File: src/logic/rv_exec_pkg.sv
`default_nettype none

package rv_exec_pkg;

  // data word shared by registers, immediates, alu and apb data
  typedef logic [31:0] word_t;

  // register index x0..x31
  typedef logic [4:0] reg_addr_t;

  // instruction function fields
  typedef logic [2:0] funct3_t;
  typedef logic [6:0] funct7_t;

  // apb byte address, 4 kB window
  typedef logic [11:0] apb_addr_t;

  // rv32i major opcodes handled here
  localparam logic [6:0] opc_op     = 7'b0110011;
  localparam logic [6:0] opc_op_imm = 7'b0010011;
  localparam logic [6:0] opc_load   = 7'b0000011;
  localparam logic [6:0] opc_store  = 7'b0100011;
  localparam logic [6:0] opc_branch = 7'b1100011;

  // apb address map
  // instruction word, write only
  localparam apb_addr_t addr_instr    = 12'h000;
  // last result, read only
  localparam apb_addr_t addr_result   = 12'h004;
  // x0..x31 at base + 4n
  localparam apb_addr_t addr_reg_base = 12'h080;

  // execute sequencer states
  typedef enum logic {
    seq_idle,
    seq_exec
  } seq_state_t;

endpackage

`default_nettype wire

File: src/logic/rv_dec_if.sv
`timescale 1ns/1ps
`default_nettype none

interface rv_dec_if import rv_exec_pkg::*; ();

  // register addresses
  reg_addr_t rs1_addr;
  reg_addr_t rs2_addr;
  reg_addr_t rd_addr;

  // operand and function fields
  word_t     imm;
  funct3_t   funct3;
  funct7_t   funct7;

  // instruction class, one hot or illegal
  logic      arithmetic;
  logic      arithmetic_imm;
  logic      load;
  logic      store;
  logic      branch;
  logic      illegal;

  // decoder side
  modport producer (
    output rs1_addr, rs2_addr, rd_addr, imm, funct3, funct7,
    output arithmetic, arithmetic_imm, load, store, branch, illegal
  );

  // register file and alu side
  modport consumer (
    input rs1_addr, rs2_addr, rd_addr, imm, funct3, funct7,
    input arithmetic, arithmetic_imm, load, store, branch, illegal
  );

endinterface

`default_nettype wire

File: src/logic/rv_decoder.sv
`timescale 1ns/1ps
`default_nettype none

module rv_decoder import rv_exec_pkg::*; (
  input  word_t               instr,
  rv_dec_if.producer          dec
);

  // immediate formats
  word_t   imm_i;
  word_t   imm_s;
  funct3_t funct3;
  logic    is_shift;

  // i type, sign extended from bit 31
  assign imm_i = {{20{instr[31]}}, instr[31:20]};

  // s type, split across two fields
  assign imm_s = {{20{instr[31]}}, instr[31:25], instr[11:7]};

  assign funct3 = instr[14:12];

  // slli / srli / srai carry funct7 in the immediate
  assign is_shift = (funct3 == 3'b001) || (funct3 == 3'b101);

  always_comb begin
    // fixed field positions
    dec.rs1_addr = instr[19:15];
    dec.rs2_addr = instr[24:20];
    dec.rd_addr  = instr[11:7];
    dec.funct3   = funct3;

    // defaults
    dec.imm            = '0;
    dec.funct7         = '0;
    dec.arithmetic     = 1'b0;
    dec.arithmetic_imm = 1'b0;
    dec.load           = 1'b0;
    dec.store          = 1'b0;
    dec.branch         = 1'b0;
    dec.illegal        = 1'b0;

    case (instr[6:0])
      opc_op: begin
        // register-register, funct7 used as is
        dec.arithmetic = 1'b1;
        dec.funct7     = instr[31:25];
      end
      opc_op_imm: begin
        dec.arithmetic_imm = 1'b1;
        dec.imm            = imm_i;
        // only shifts keep bit 30, so addi etc. still select add
        if (is_shift) begin
          dec.funct7 = {1'b0, instr[30], 5'b00000};
        end
      end
      opc_load: begin
        // address = rs1 + imm_i
        dec.load = 1'b1;
        dec.imm  = imm_i;
      end
      opc_store: begin
        // address = rs1 + imm_s
        dec.store = 1'b1;
        dec.imm   = imm_s;
      end
      opc_branch: begin
        // compare only, rs1 against rs2
        dec.branch = 1'b1;
      end
      default: begin
        dec.illegal = 1'b1;
      end
    endcase
  end

endmodule

`default_nettype wire

File: src/logic/rv_regfile.sv
`timescale 1ns/1ps
`default_nettype none

module rv_regfile import rv_exec_pkg::*; (
  input  logic                clk,
  input  logic                arst_n,
  rv_dec_if.consumer          dec,
  input  logic                we,
  input  reg_addr_t           waddr,
  input  word_t               wdata,
  input  reg_addr_t           raddr,
  output word_t               rs1_data,
  output word_t               rs2_data,
  output word_t               rdata
);

  // x1..x31, x0 has no storage
  word_t regs [1:31];

  // single write port, x0 writes dropped
  always_ff @(posedge clk or negedge arst_n) begin
    if (!arst_n) begin
      for (int i = 1; i < 32; i++) begin
        regs[i] <= '0;
      end
    end else if (we && (waddr != 5'd0)) begin
      regs[waddr] <= wdata;
    end
  end

  // alu read ports
  always_comb begin
    rs1_data = '0;
    rs2_data = '0;
    if (dec.rs1_addr != 5'd0) begin
      rs1_data = regs[dec.rs1_addr];
    end
    if (dec.rs2_addr != 5'd0) begin
      rs2_data = regs[dec.rs2_addr];
    end
  end

  // host read port
  always_comb begin
    rdata = '0;
    if (raddr != 5'd0) begin
      rdata = regs[raddr];
    end
  end

endmodule

`default_nettype wire

File: src/logic/alu.sv
`timescale 1ns/1ps
`default_nettype none

module alu import rv_exec_pkg::*; (
  input  word_t               rs1_data,
  input  word_t               rs2_data,
  rv_dec_if.consumer          dec,
  output word_t               alu_out
);

  // second operand
  word_t op2;

  // immediate for op-imm, load and store; rs2 for op and branch
  assign op2 = (dec.arithmetic_imm || dec.store || dec.load) ? dec.imm : rs2_data;

  always_comb begin
    if (dec.load || dec.store) begin
      // effective address
      alu_out = rs1_data + op2;
    end else if (dec.arithmetic || dec.arithmetic_imm) begin
      case ({dec.funct7, dec.funct3})
        // add / addi
        10'b0000000_000: alu_out = rs1_data + op2;
        // sub, register form only
        10'b0100000_000: alu_out = rs1_data - op2;
        // or / ori
        10'b0000000_110: alu_out = rs1_data | op2;
        // and / andi
        10'b0000000_111: alu_out = rs1_data & op2;
        // xor / xori
        10'b0000000_100: alu_out = rs1_data ^ op2;
        // sll / slli, low 5 bits of shamt
        10'b0000000_001: alu_out = rs1_data << op2[4:0];
        // slt / slti
        10'b0000000_010: begin
          alu_out = ($signed(rs1_data) < $signed(op2)) ? 32'd1 : 32'd0;
        end
        // sltu / sltiu
        10'b0000000_011: alu_out = (rs1_data < op2) ? 32'd1 : 32'd0;
        // srl / srli
        10'b0000000_101: alu_out = rs1_data >> op2[4:0];
        // sra / srai, needs arithmetic shift
        10'b0100000_101: alu_out = word_t'($signed(rs1_data) >>> op2[4:0]);
        // unsupported combination
        default:         alu_out = 32'd0;
      endcase
    end else if (dec.branch) begin
      // one bit compare result, zero extended
      case (dec.funct3)
        // beq
        3'b000:  alu_out = {31'b0, (rs1_data == op2)};
        // bne
        3'b001:  alu_out = {31'b0, (rs1_data != op2)};
        // blt
        3'b100:  alu_out = {31'b0, ($signed(rs1_data) < $signed(op2))};
        // bge
        3'b101:  alu_out = {31'b0, ($signed(rs1_data) >= $signed(op2))};
        // bltu
        3'b110:  alu_out = {31'b0, (rs1_data < op2)};
        // bgeu
        3'b111:  alu_out = {31'b0, (rs1_data >= op2)};
        // codes 2 and 3 undefined
        default: alu_out = 32'd0;
      endcase
    end else begin
      // illegal, nothing to compute
      alu_out = 32'd0;
    end
  end

endmodule

`default_nettype wire

File: src/logic/rv_exec_apb.sv
`timescale 1ns/1ps
`default_nettype none

module rv_exec_apb import rv_exec_pkg::*; (
  input  logic                clk,
  input  logic                arst_n,
  input  logic                psel,
  input  logic                penable,
  input  logic                pwrite,
  input  apb_addr_t           paddr,
  input  word_t               pwdata,
  output word_t               prdata,
  output logic                pready,
  output logic                pslverr,
  output word_t               instr,
  input  logic                dec_illegal,
  input  logic                dec_arith,
  input  reg_addr_t           rd_addr,
  input  word_t               alu_out,
  output logic                rf_we,
  output reg_addr_t           rf_waddr,
  output word_t               rf_wdata,
  output reg_addr_t           rf_raddr,
  input  word_t               rf_rdata
);

  seq_state_t state;
  word_t      result_q;

  logic       access;
  logic       is_instr;
  logic       is_result;
  logic       is_reg;
  logic       instr_wr;
  logic       bad_access;
  logic       exec;
  reg_addr_t  host_reg;

  // access phase of a transfer
  assign access = psel && penable;

  // address map decode
  assign is_instr  = (paddr == addr_instr);
  assign is_result = (paddr == addr_result);
  // word aligned within 0x080..0x0fc
  assign is_reg    = (paddr[11:7] == addr_reg_base[11:7]) && (paddr[1:0] == 2'b00);
  assign host_reg  = paddr[6:2];

  assign instr_wr = pwrite && is_instr;

  // unmapped address or read of instr or write of result
  assign bad_access = !(is_reg || (is_result && !pwrite) || instr_wr);

  // second access cycle of an instruction write
  assign exec = (state == seq_exec);

  // one wait state for instruction writes only
  assign pready = access && (!instr_wr || exec);

  // error response during the access phase
  assign pslverr = access && (exec ? dec_illegal : bad_access);

  // read data valid in the first access cycle
  always_comb begin
    prdata = '0;
    if (!pwrite && is_result) begin
      prdata = result_q;
    end else if (!pwrite && is_reg) begin
      prdata = rf_rdata;
    end
  end

  assign rf_raddr = host_reg;

  // host write or writeback on the shared port
  assign rf_we    = (access && pwrite && is_reg) || (exec && dec_arith && !dec_illegal);
  assign rf_waddr = exec ? rd_addr : host_reg;
  assign rf_wdata = exec ? alu_out : pwdata;

  // execute sequencer
  always_ff @(posedge clk or negedge arst_n) begin
    if (!arst_n) begin
      state <= seq_idle;
    end else begin
      case (state)
        seq_idle: begin
          // first access cycle of an instruction write
          if (access && instr_wr) begin
            state <= seq_exec;
          end
        end
        seq_exec: begin
          // transfer completes here
          state <= seq_idle;
        end
        default: begin
          state <= seq_idle;
        end
      endcase
    end
  end

  // instruction register loaded on entry to exec
  always_ff @(posedge clk or negedge arst_n) begin
    if (!arst_n) begin
      instr <= '0;
    end else if (!exec && access && instr_wr) begin
      instr <= pwdata;
    end
  end

  // result register kept on an illegal opcode
  always_ff @(posedge clk or negedge arst_n) begin
    if (!arst_n) begin
      result_q <= '0;
    end else if (exec && !dec_illegal) begin
      result_q <= alu_out;
    end
  end

endmodule

`default_nettype wire

File: src/logic/rv_exec_top.sv
`timescale 1ns/1ps
`default_nettype none

module rv_exec_top import rv_exec_pkg::*; (
  input  logic                clk,
  input  logic                arst_n,
  input  logic                psel,
  input  logic                penable,
  input  logic                pwrite,
  input  apb_addr_t           paddr,
  input  word_t               pwdata,
  output word_t               prdata,
  output logic                pready,
  output logic                pslverr
);

  // decoded instruction bundle
  rv_dec_if dec ();

  word_t     instr;
  word_t     rs1_data;
  word_t     rs2_data;
  word_t     alu_out;
  logic      dec_arith;

  // register file write and host read port
  logic      rf_we;
  reg_addr_t rf_waddr;
  word_t     rf_wdata;
  reg_addr_t rf_raddr;
  word_t     rf_rdata;

  // either arithmetic form writes rd
  assign dec_arith = dec.arithmetic || dec.arithmetic_imm;

  rv_decoder i_decoder (
    .instr    (instr),
    .dec      (dec.producer)
  );

  rv_regfile i_regfile (
    .clk      (clk),
    .arst_n   (arst_n),
    .dec      (dec.consumer),
    .we       (rf_we),
    .waddr    (rf_waddr),
    .wdata    (rf_wdata),
    .raddr    (rf_raddr),
    .rs1_data (rs1_data),
    .rs2_data (rs2_data),
    .rdata    (rf_rdata)
  );

  alu i_alu (
    .rs1_data (rs1_data),
    .rs2_data (rs2_data),
    .dec      (dec.consumer),
    .alu_out  (alu_out)
  );

  // apb slave and sequencer in place of a pipeline
  rv_exec_apb i_apb (
    .clk         (clk),
    .arst_n      (arst_n),
    .psel        (psel),
    .penable     (penable),
    .pwrite      (pwrite),
    .paddr       (paddr),
    .pwdata      (pwdata),
    .prdata      (prdata),
    .pready      (pready),
    .pslverr     (pslverr),
    .instr       (instr),
    .dec_illegal (dec.illegal),
    .dec_arith   (dec_arith),
    .rd_addr     (dec.rd_addr),
    .alu_out     (alu_out),
    .rf_we       (rf_we),
    .rf_waddr    (rf_waddr),
    .rf_wdata    (rf_wdata),
    .rf_raddr    (rf_raddr),
    .rf_rdata    (rf_rdata)
  );

endmodule

`default_nettype wire

File: config.mk
export PLATFORM = sky130hd
export DESIGN_NAME = rv_exec_top
export DESIGN_NICKNAME = d
export VERILOG_FILES = /design/src/logic/rv_exec_pkg.sv /design/src/logic/rv_dec_if.sv /design/src/logic/rv_decoder.sv /design/src/logic/rv_regfile.sv /design/src/logic/alu.sv /design/src/logic/rv_exec_apb.sv /design/src/logic/rv_exec_top.sv
export SDC_FILE = /design/constraint.sdc
export NUM_CORES = 2
export LEC_CHECK = 0
export BUFFER_PORTS_ARGS = -buffer_cell sky130_fd_sc_hd__buf_2
export CAP_MARGIN = 10
export CORE_MARGIN = 1.5
export CORE_UTILIZATION = 55
export DETAILED_ROUTE_END_ITERATION = 6
export HOLD_SLACK_MARGIN = 0.06
export PLACE_DENSITY_LB_ADDON = 0.15
export SLEW_MARGIN = 30
export SYNTH_ARGS = -nofsm -noshare
export SYNTH_HDL_FRONTEND = slang
export SYNTH_SLANG_ARGS = --single-unit
File: constraint.sdc
create_clock -name clk -period 10.5 [get_ports clk]
set_clock_uncertainty 0.1 [all_clocks]
set_input_delay 1.05 -clock clk [delete_from_list [all_inputs] [get_ports clk]]
set_output_delay 1.05 -clock clk [all_outputs]
set_load 0.1 [all_outputs]
==> impl_metrics.csv <==
group,metric,value,unit
grt,overflow,0,
final_layout,layout_commonest_cell,"nand2_1",
yosys,async_reset_ff_share,100,%
yosys,synth.net_count,7401,
yosys,yosys_warnings,0,
detailed_routing,routed_wl,340,mm
die,rows,134,
setup_path,crit_chain,"buf_4 > and2_1 > buf_4 > a22oi_1 > o31ai_1 > mux2_4 > ha_1 > or4_1 > nor3_1 > o21ai_0 > a31oi_1 > o21ai_0 > a21oi_1 > o31ai_1 > a2111oi_0 > nor4_1 > o311ai_4 > buf_4 > a31oi_1",
cts,post_cts_buffers,0,
final_layout,final_area,80600,sq um
power,ir_worst_vdd,0.000144,V
place,place_area,76500,sq um
power,power,9540,uW
cts,post_cts_resized,0,
setup_path,crit_path_max_fanout,33,
timing,hold_viol,0,
power,p_leak,0.0325,uW
cts,clock-root-buffer,"clkbuf_16",
run,maxCapViolCount,0,
detailed_routing,num_vias,66500,
yosys,netlist_instances,7252,
grt,grtUsageTotal,49.5,%
outcome,status,"finished, violations left",
timing,slew_violations,0,
grt,grt_pass1_wl,482,mm
timing,min_period,8.85,ns
cts,cts.clk_slew.worst_paths,0.07,ns
setup_path,critPathArrivalTime,9.38,ns
die,die-area,138000,sq um
timing,setup_viol,0,
setup_path,crit_path_start_kind,"flip-flop",
die,die_h,371,microns
final_layout,area_growth,8.22,%
detailed_routing,drtIter0Drc,10000,
yosys,syn_avg_cell_area,10.3,sq um
yosys,synth_area_leaders,"dfrtp_1, mux4_2, nand2_1, o21ai_0, mux2i_1",
yosys,synth_enable_flop_cells,0,
cts,numClockSinks,1057,
power,p_per_area,118,nW/um^2
grt,grt_pass1_vias,63300,
die,ios,83,
yosys,synth_top_area_share,35.5,%
detailed_routing,post_drt_via_cell_ratio,7.53,
final_layout,fillCellCount,11100,
place,place_hpwl,226,mm
yosys,synth_area,74500,sq um
timing,slew_headroom,20.0,%
setup_path,cp.required,11.03,ns
outcome,violations,"DRC",
place,port_buffers,82,
die,initial_core_util,55.6,%
hold_path,hp-class,"input port to asynchronous set/reset pin",
yosys,synth_cell_type_count,110,
die,placeableCoreArea,134000,sq um
cts,ctsLongestPathBuffers,3,
setup_path,critical_path.max_stage_delay,0.97,ns
final_layout,num-nets-final,7092,
cts,cts_made_buffers,115,
detailed_routing,ant_nets,0,
die,dieWidth,371,microns
timing,rsz0062_at_grt,"false",
detailed_routing,avgRoutedWirePerCell,38.5,microns
setup_path,crit_slowest_cell,"dfrtp_4",
setup_path,crit_path_frequent_cell,"buf_4",
yosys,ys_seq_elements,1057,
grt,grt_max_degree,169,
final_layout,layout_common_cells,"nand2_1, dfrtp_1, mux4_2",
yosys,ys.flop_type,"dfrtp_1",
yosys,synth_top_area_cell,"dfrtp_1",
setup_path,crit_path_end_kind,"flip-flop",
timing,fin_tns_setup,0,ns
grt,antenna_found_initial,25,
timing,worstMarginPinSlew,1.20,ns
timing,finalCritPeriodShare,84.3,%
cts,h-tree-depth,3,
place,gp_congestion,1.10,
setup_path,critPathKind,"flip-flop to flip-flop",
cts,cts_tree,"built",
detailed_routing,drc,2,
timing,fmax,113,MHz
cts,ctsHoldBuffers,0,
final_layout,drive_above_1_share,23.3,%
cts,clk_latency,0.82,ns
detailed_routing,drtPass1Iterations,7,
yosys,ys_seq_area_share,35.5,%
-- worst paths after layout --
kind                                     from                  end  slack [ns]  depth (start not counted)
max                           i_apb.instr[17]  i_regfile.regs[192]        1.65                         19
min                                    arst_n  i_regfile.regs[172]         0.1                          1
max reg2reg                   i_apb.instr[17]  i_regfile.regs[192]        1.65                         19
min reg2reg                i_apb.result_q[25]   i_apb.result_q[25]        0.38                          2
max in group asynchronous              arst_n      i_apb.instr[16]        7.65                          4
min in group clk           i_apb.result_q[25]   i_apb.result_q[25]        0.38                          2
-- metrics by stage --
stage	utilization [%]	cells	worst slack, ns	hold WS [ns]
3_3_place_gp	56.9	8586	2.13	0.351
3_5_place_dp	57.1	8592	2.07	0.363
4_1_cts	60.1	8807	2.03	0.130
2_1_floorplan	-	7252	3.74	0.339
6_report	60.2	8824	1.65	0.0958
5_1_grt	60.1	8810	1.54	0.170
-- kinds of logic after synthesis --
group,count (synthesis),synth area share [%]
DFF,1057,35.5
and+or+nand+nor,2052,11.6
adders and majority gates,100,1.70
muxes,1207,29.6
xor gates and xnor gates,28,0.329
AOI/OAI and AO/OA,1954,16.1
buffers and inverters,854,5.12
-- power breakdown --
part	leakage, uW	switching (uW)	internal, uW
Sequential	0.0143	83.2	4150
Clock	0.00197	1880	2470
Combinational	0.0162	633	333
Total	0.0325	2590	6950
-- metal layers --
| layer | vias up | track usage [%] | part of all wire (%) |
|---|---|---|---|
| li1 | 26700 | - | - |
| met1 | 33100 | 64.7 | 36 |
| met2 | 5343 | 67.9 | 41 |
| met3 | 1342 | 20.1 | 15 |
| met4 | 24 | 32.0 | 7.9 |
| met5 | - | 0.629 | 0.080 |
-- registers in the layout (all words and copies together) (netlist names) --
name and count:
i_apb.exec 1, i_apb.instr 32, i_apb.result_q 32, i_regfile.regs 992
-- synth_stat cells (26+ instances only) --
| library cell | count |
|---|---|
| o211ai_1 | 34 |
| nor3_1 | 94 |
| buf_1 | 87 |
| mux2i_1 | 286 |
| buf_2 | 121 |
| o22ai_1 | 46 |
| buf_6 | 36 |
| dfrtp_1 | 1057 |
| nand2_1 | 1240 |
| ha_1 | 98 |
| a221oi_1 | 50 |
| and3_1 | 35 |
| mux4_2 | 776 |
| o21ai_2 | 31 |
| o221ai_1 | 33 |
| inv_1 | 97 |
| buf_4 | 31 |
| a21oi_1 | 218 |
| and2_1 | 26 |
| o31ai_1 | 102 |
| or2_2 | 28 |
| nor2b_1 | 33 |
| a22o_1 | 39 |
| a211oi_1 | 26 |
| nand3_1 | 101 |
| mux2_2 | 133 |
| nor2_1 | 372 |
| nand2b_1 | 26 |
| a22oi_1 | 52 |
| a31oi_1 | 61 |
| o21ai_1 | 385 |
| o21ai_0 | 655 |
| clkbuf_1 | 432 |
-- critical path: cells and delay by family, from the launching register on --
kind                     cells  cell delay [ns]
adder cells (fa/ha/maj)      1             0.36
AND/OR/NAND/NOR              4             2.22
multiplexers                 1             0.28
buffers and inverters        3             1.35
flip-flops                   1             0.97
AO/OA/AOI/OAI               10             3.31
-- final cells by class --
cell class / count / area (sq um) / area share, %
multi-input cells: 5341 / 45000 / 55.8
flip-flops and latches: 1057 / 26500 / 32.8
clock buffers: 165 / 3370 / 4.18
repair buffers: 305 / 2380 / 2.95
well taps: 1768 / 2210 / 2.74
clock inverters: 50 / 677 / 0.840
inverters: 123 / 473 / 0.587
diodes: 15 / 37.5 / 0.0466
No activity file was read; power rests on OpenSTA's default activity.
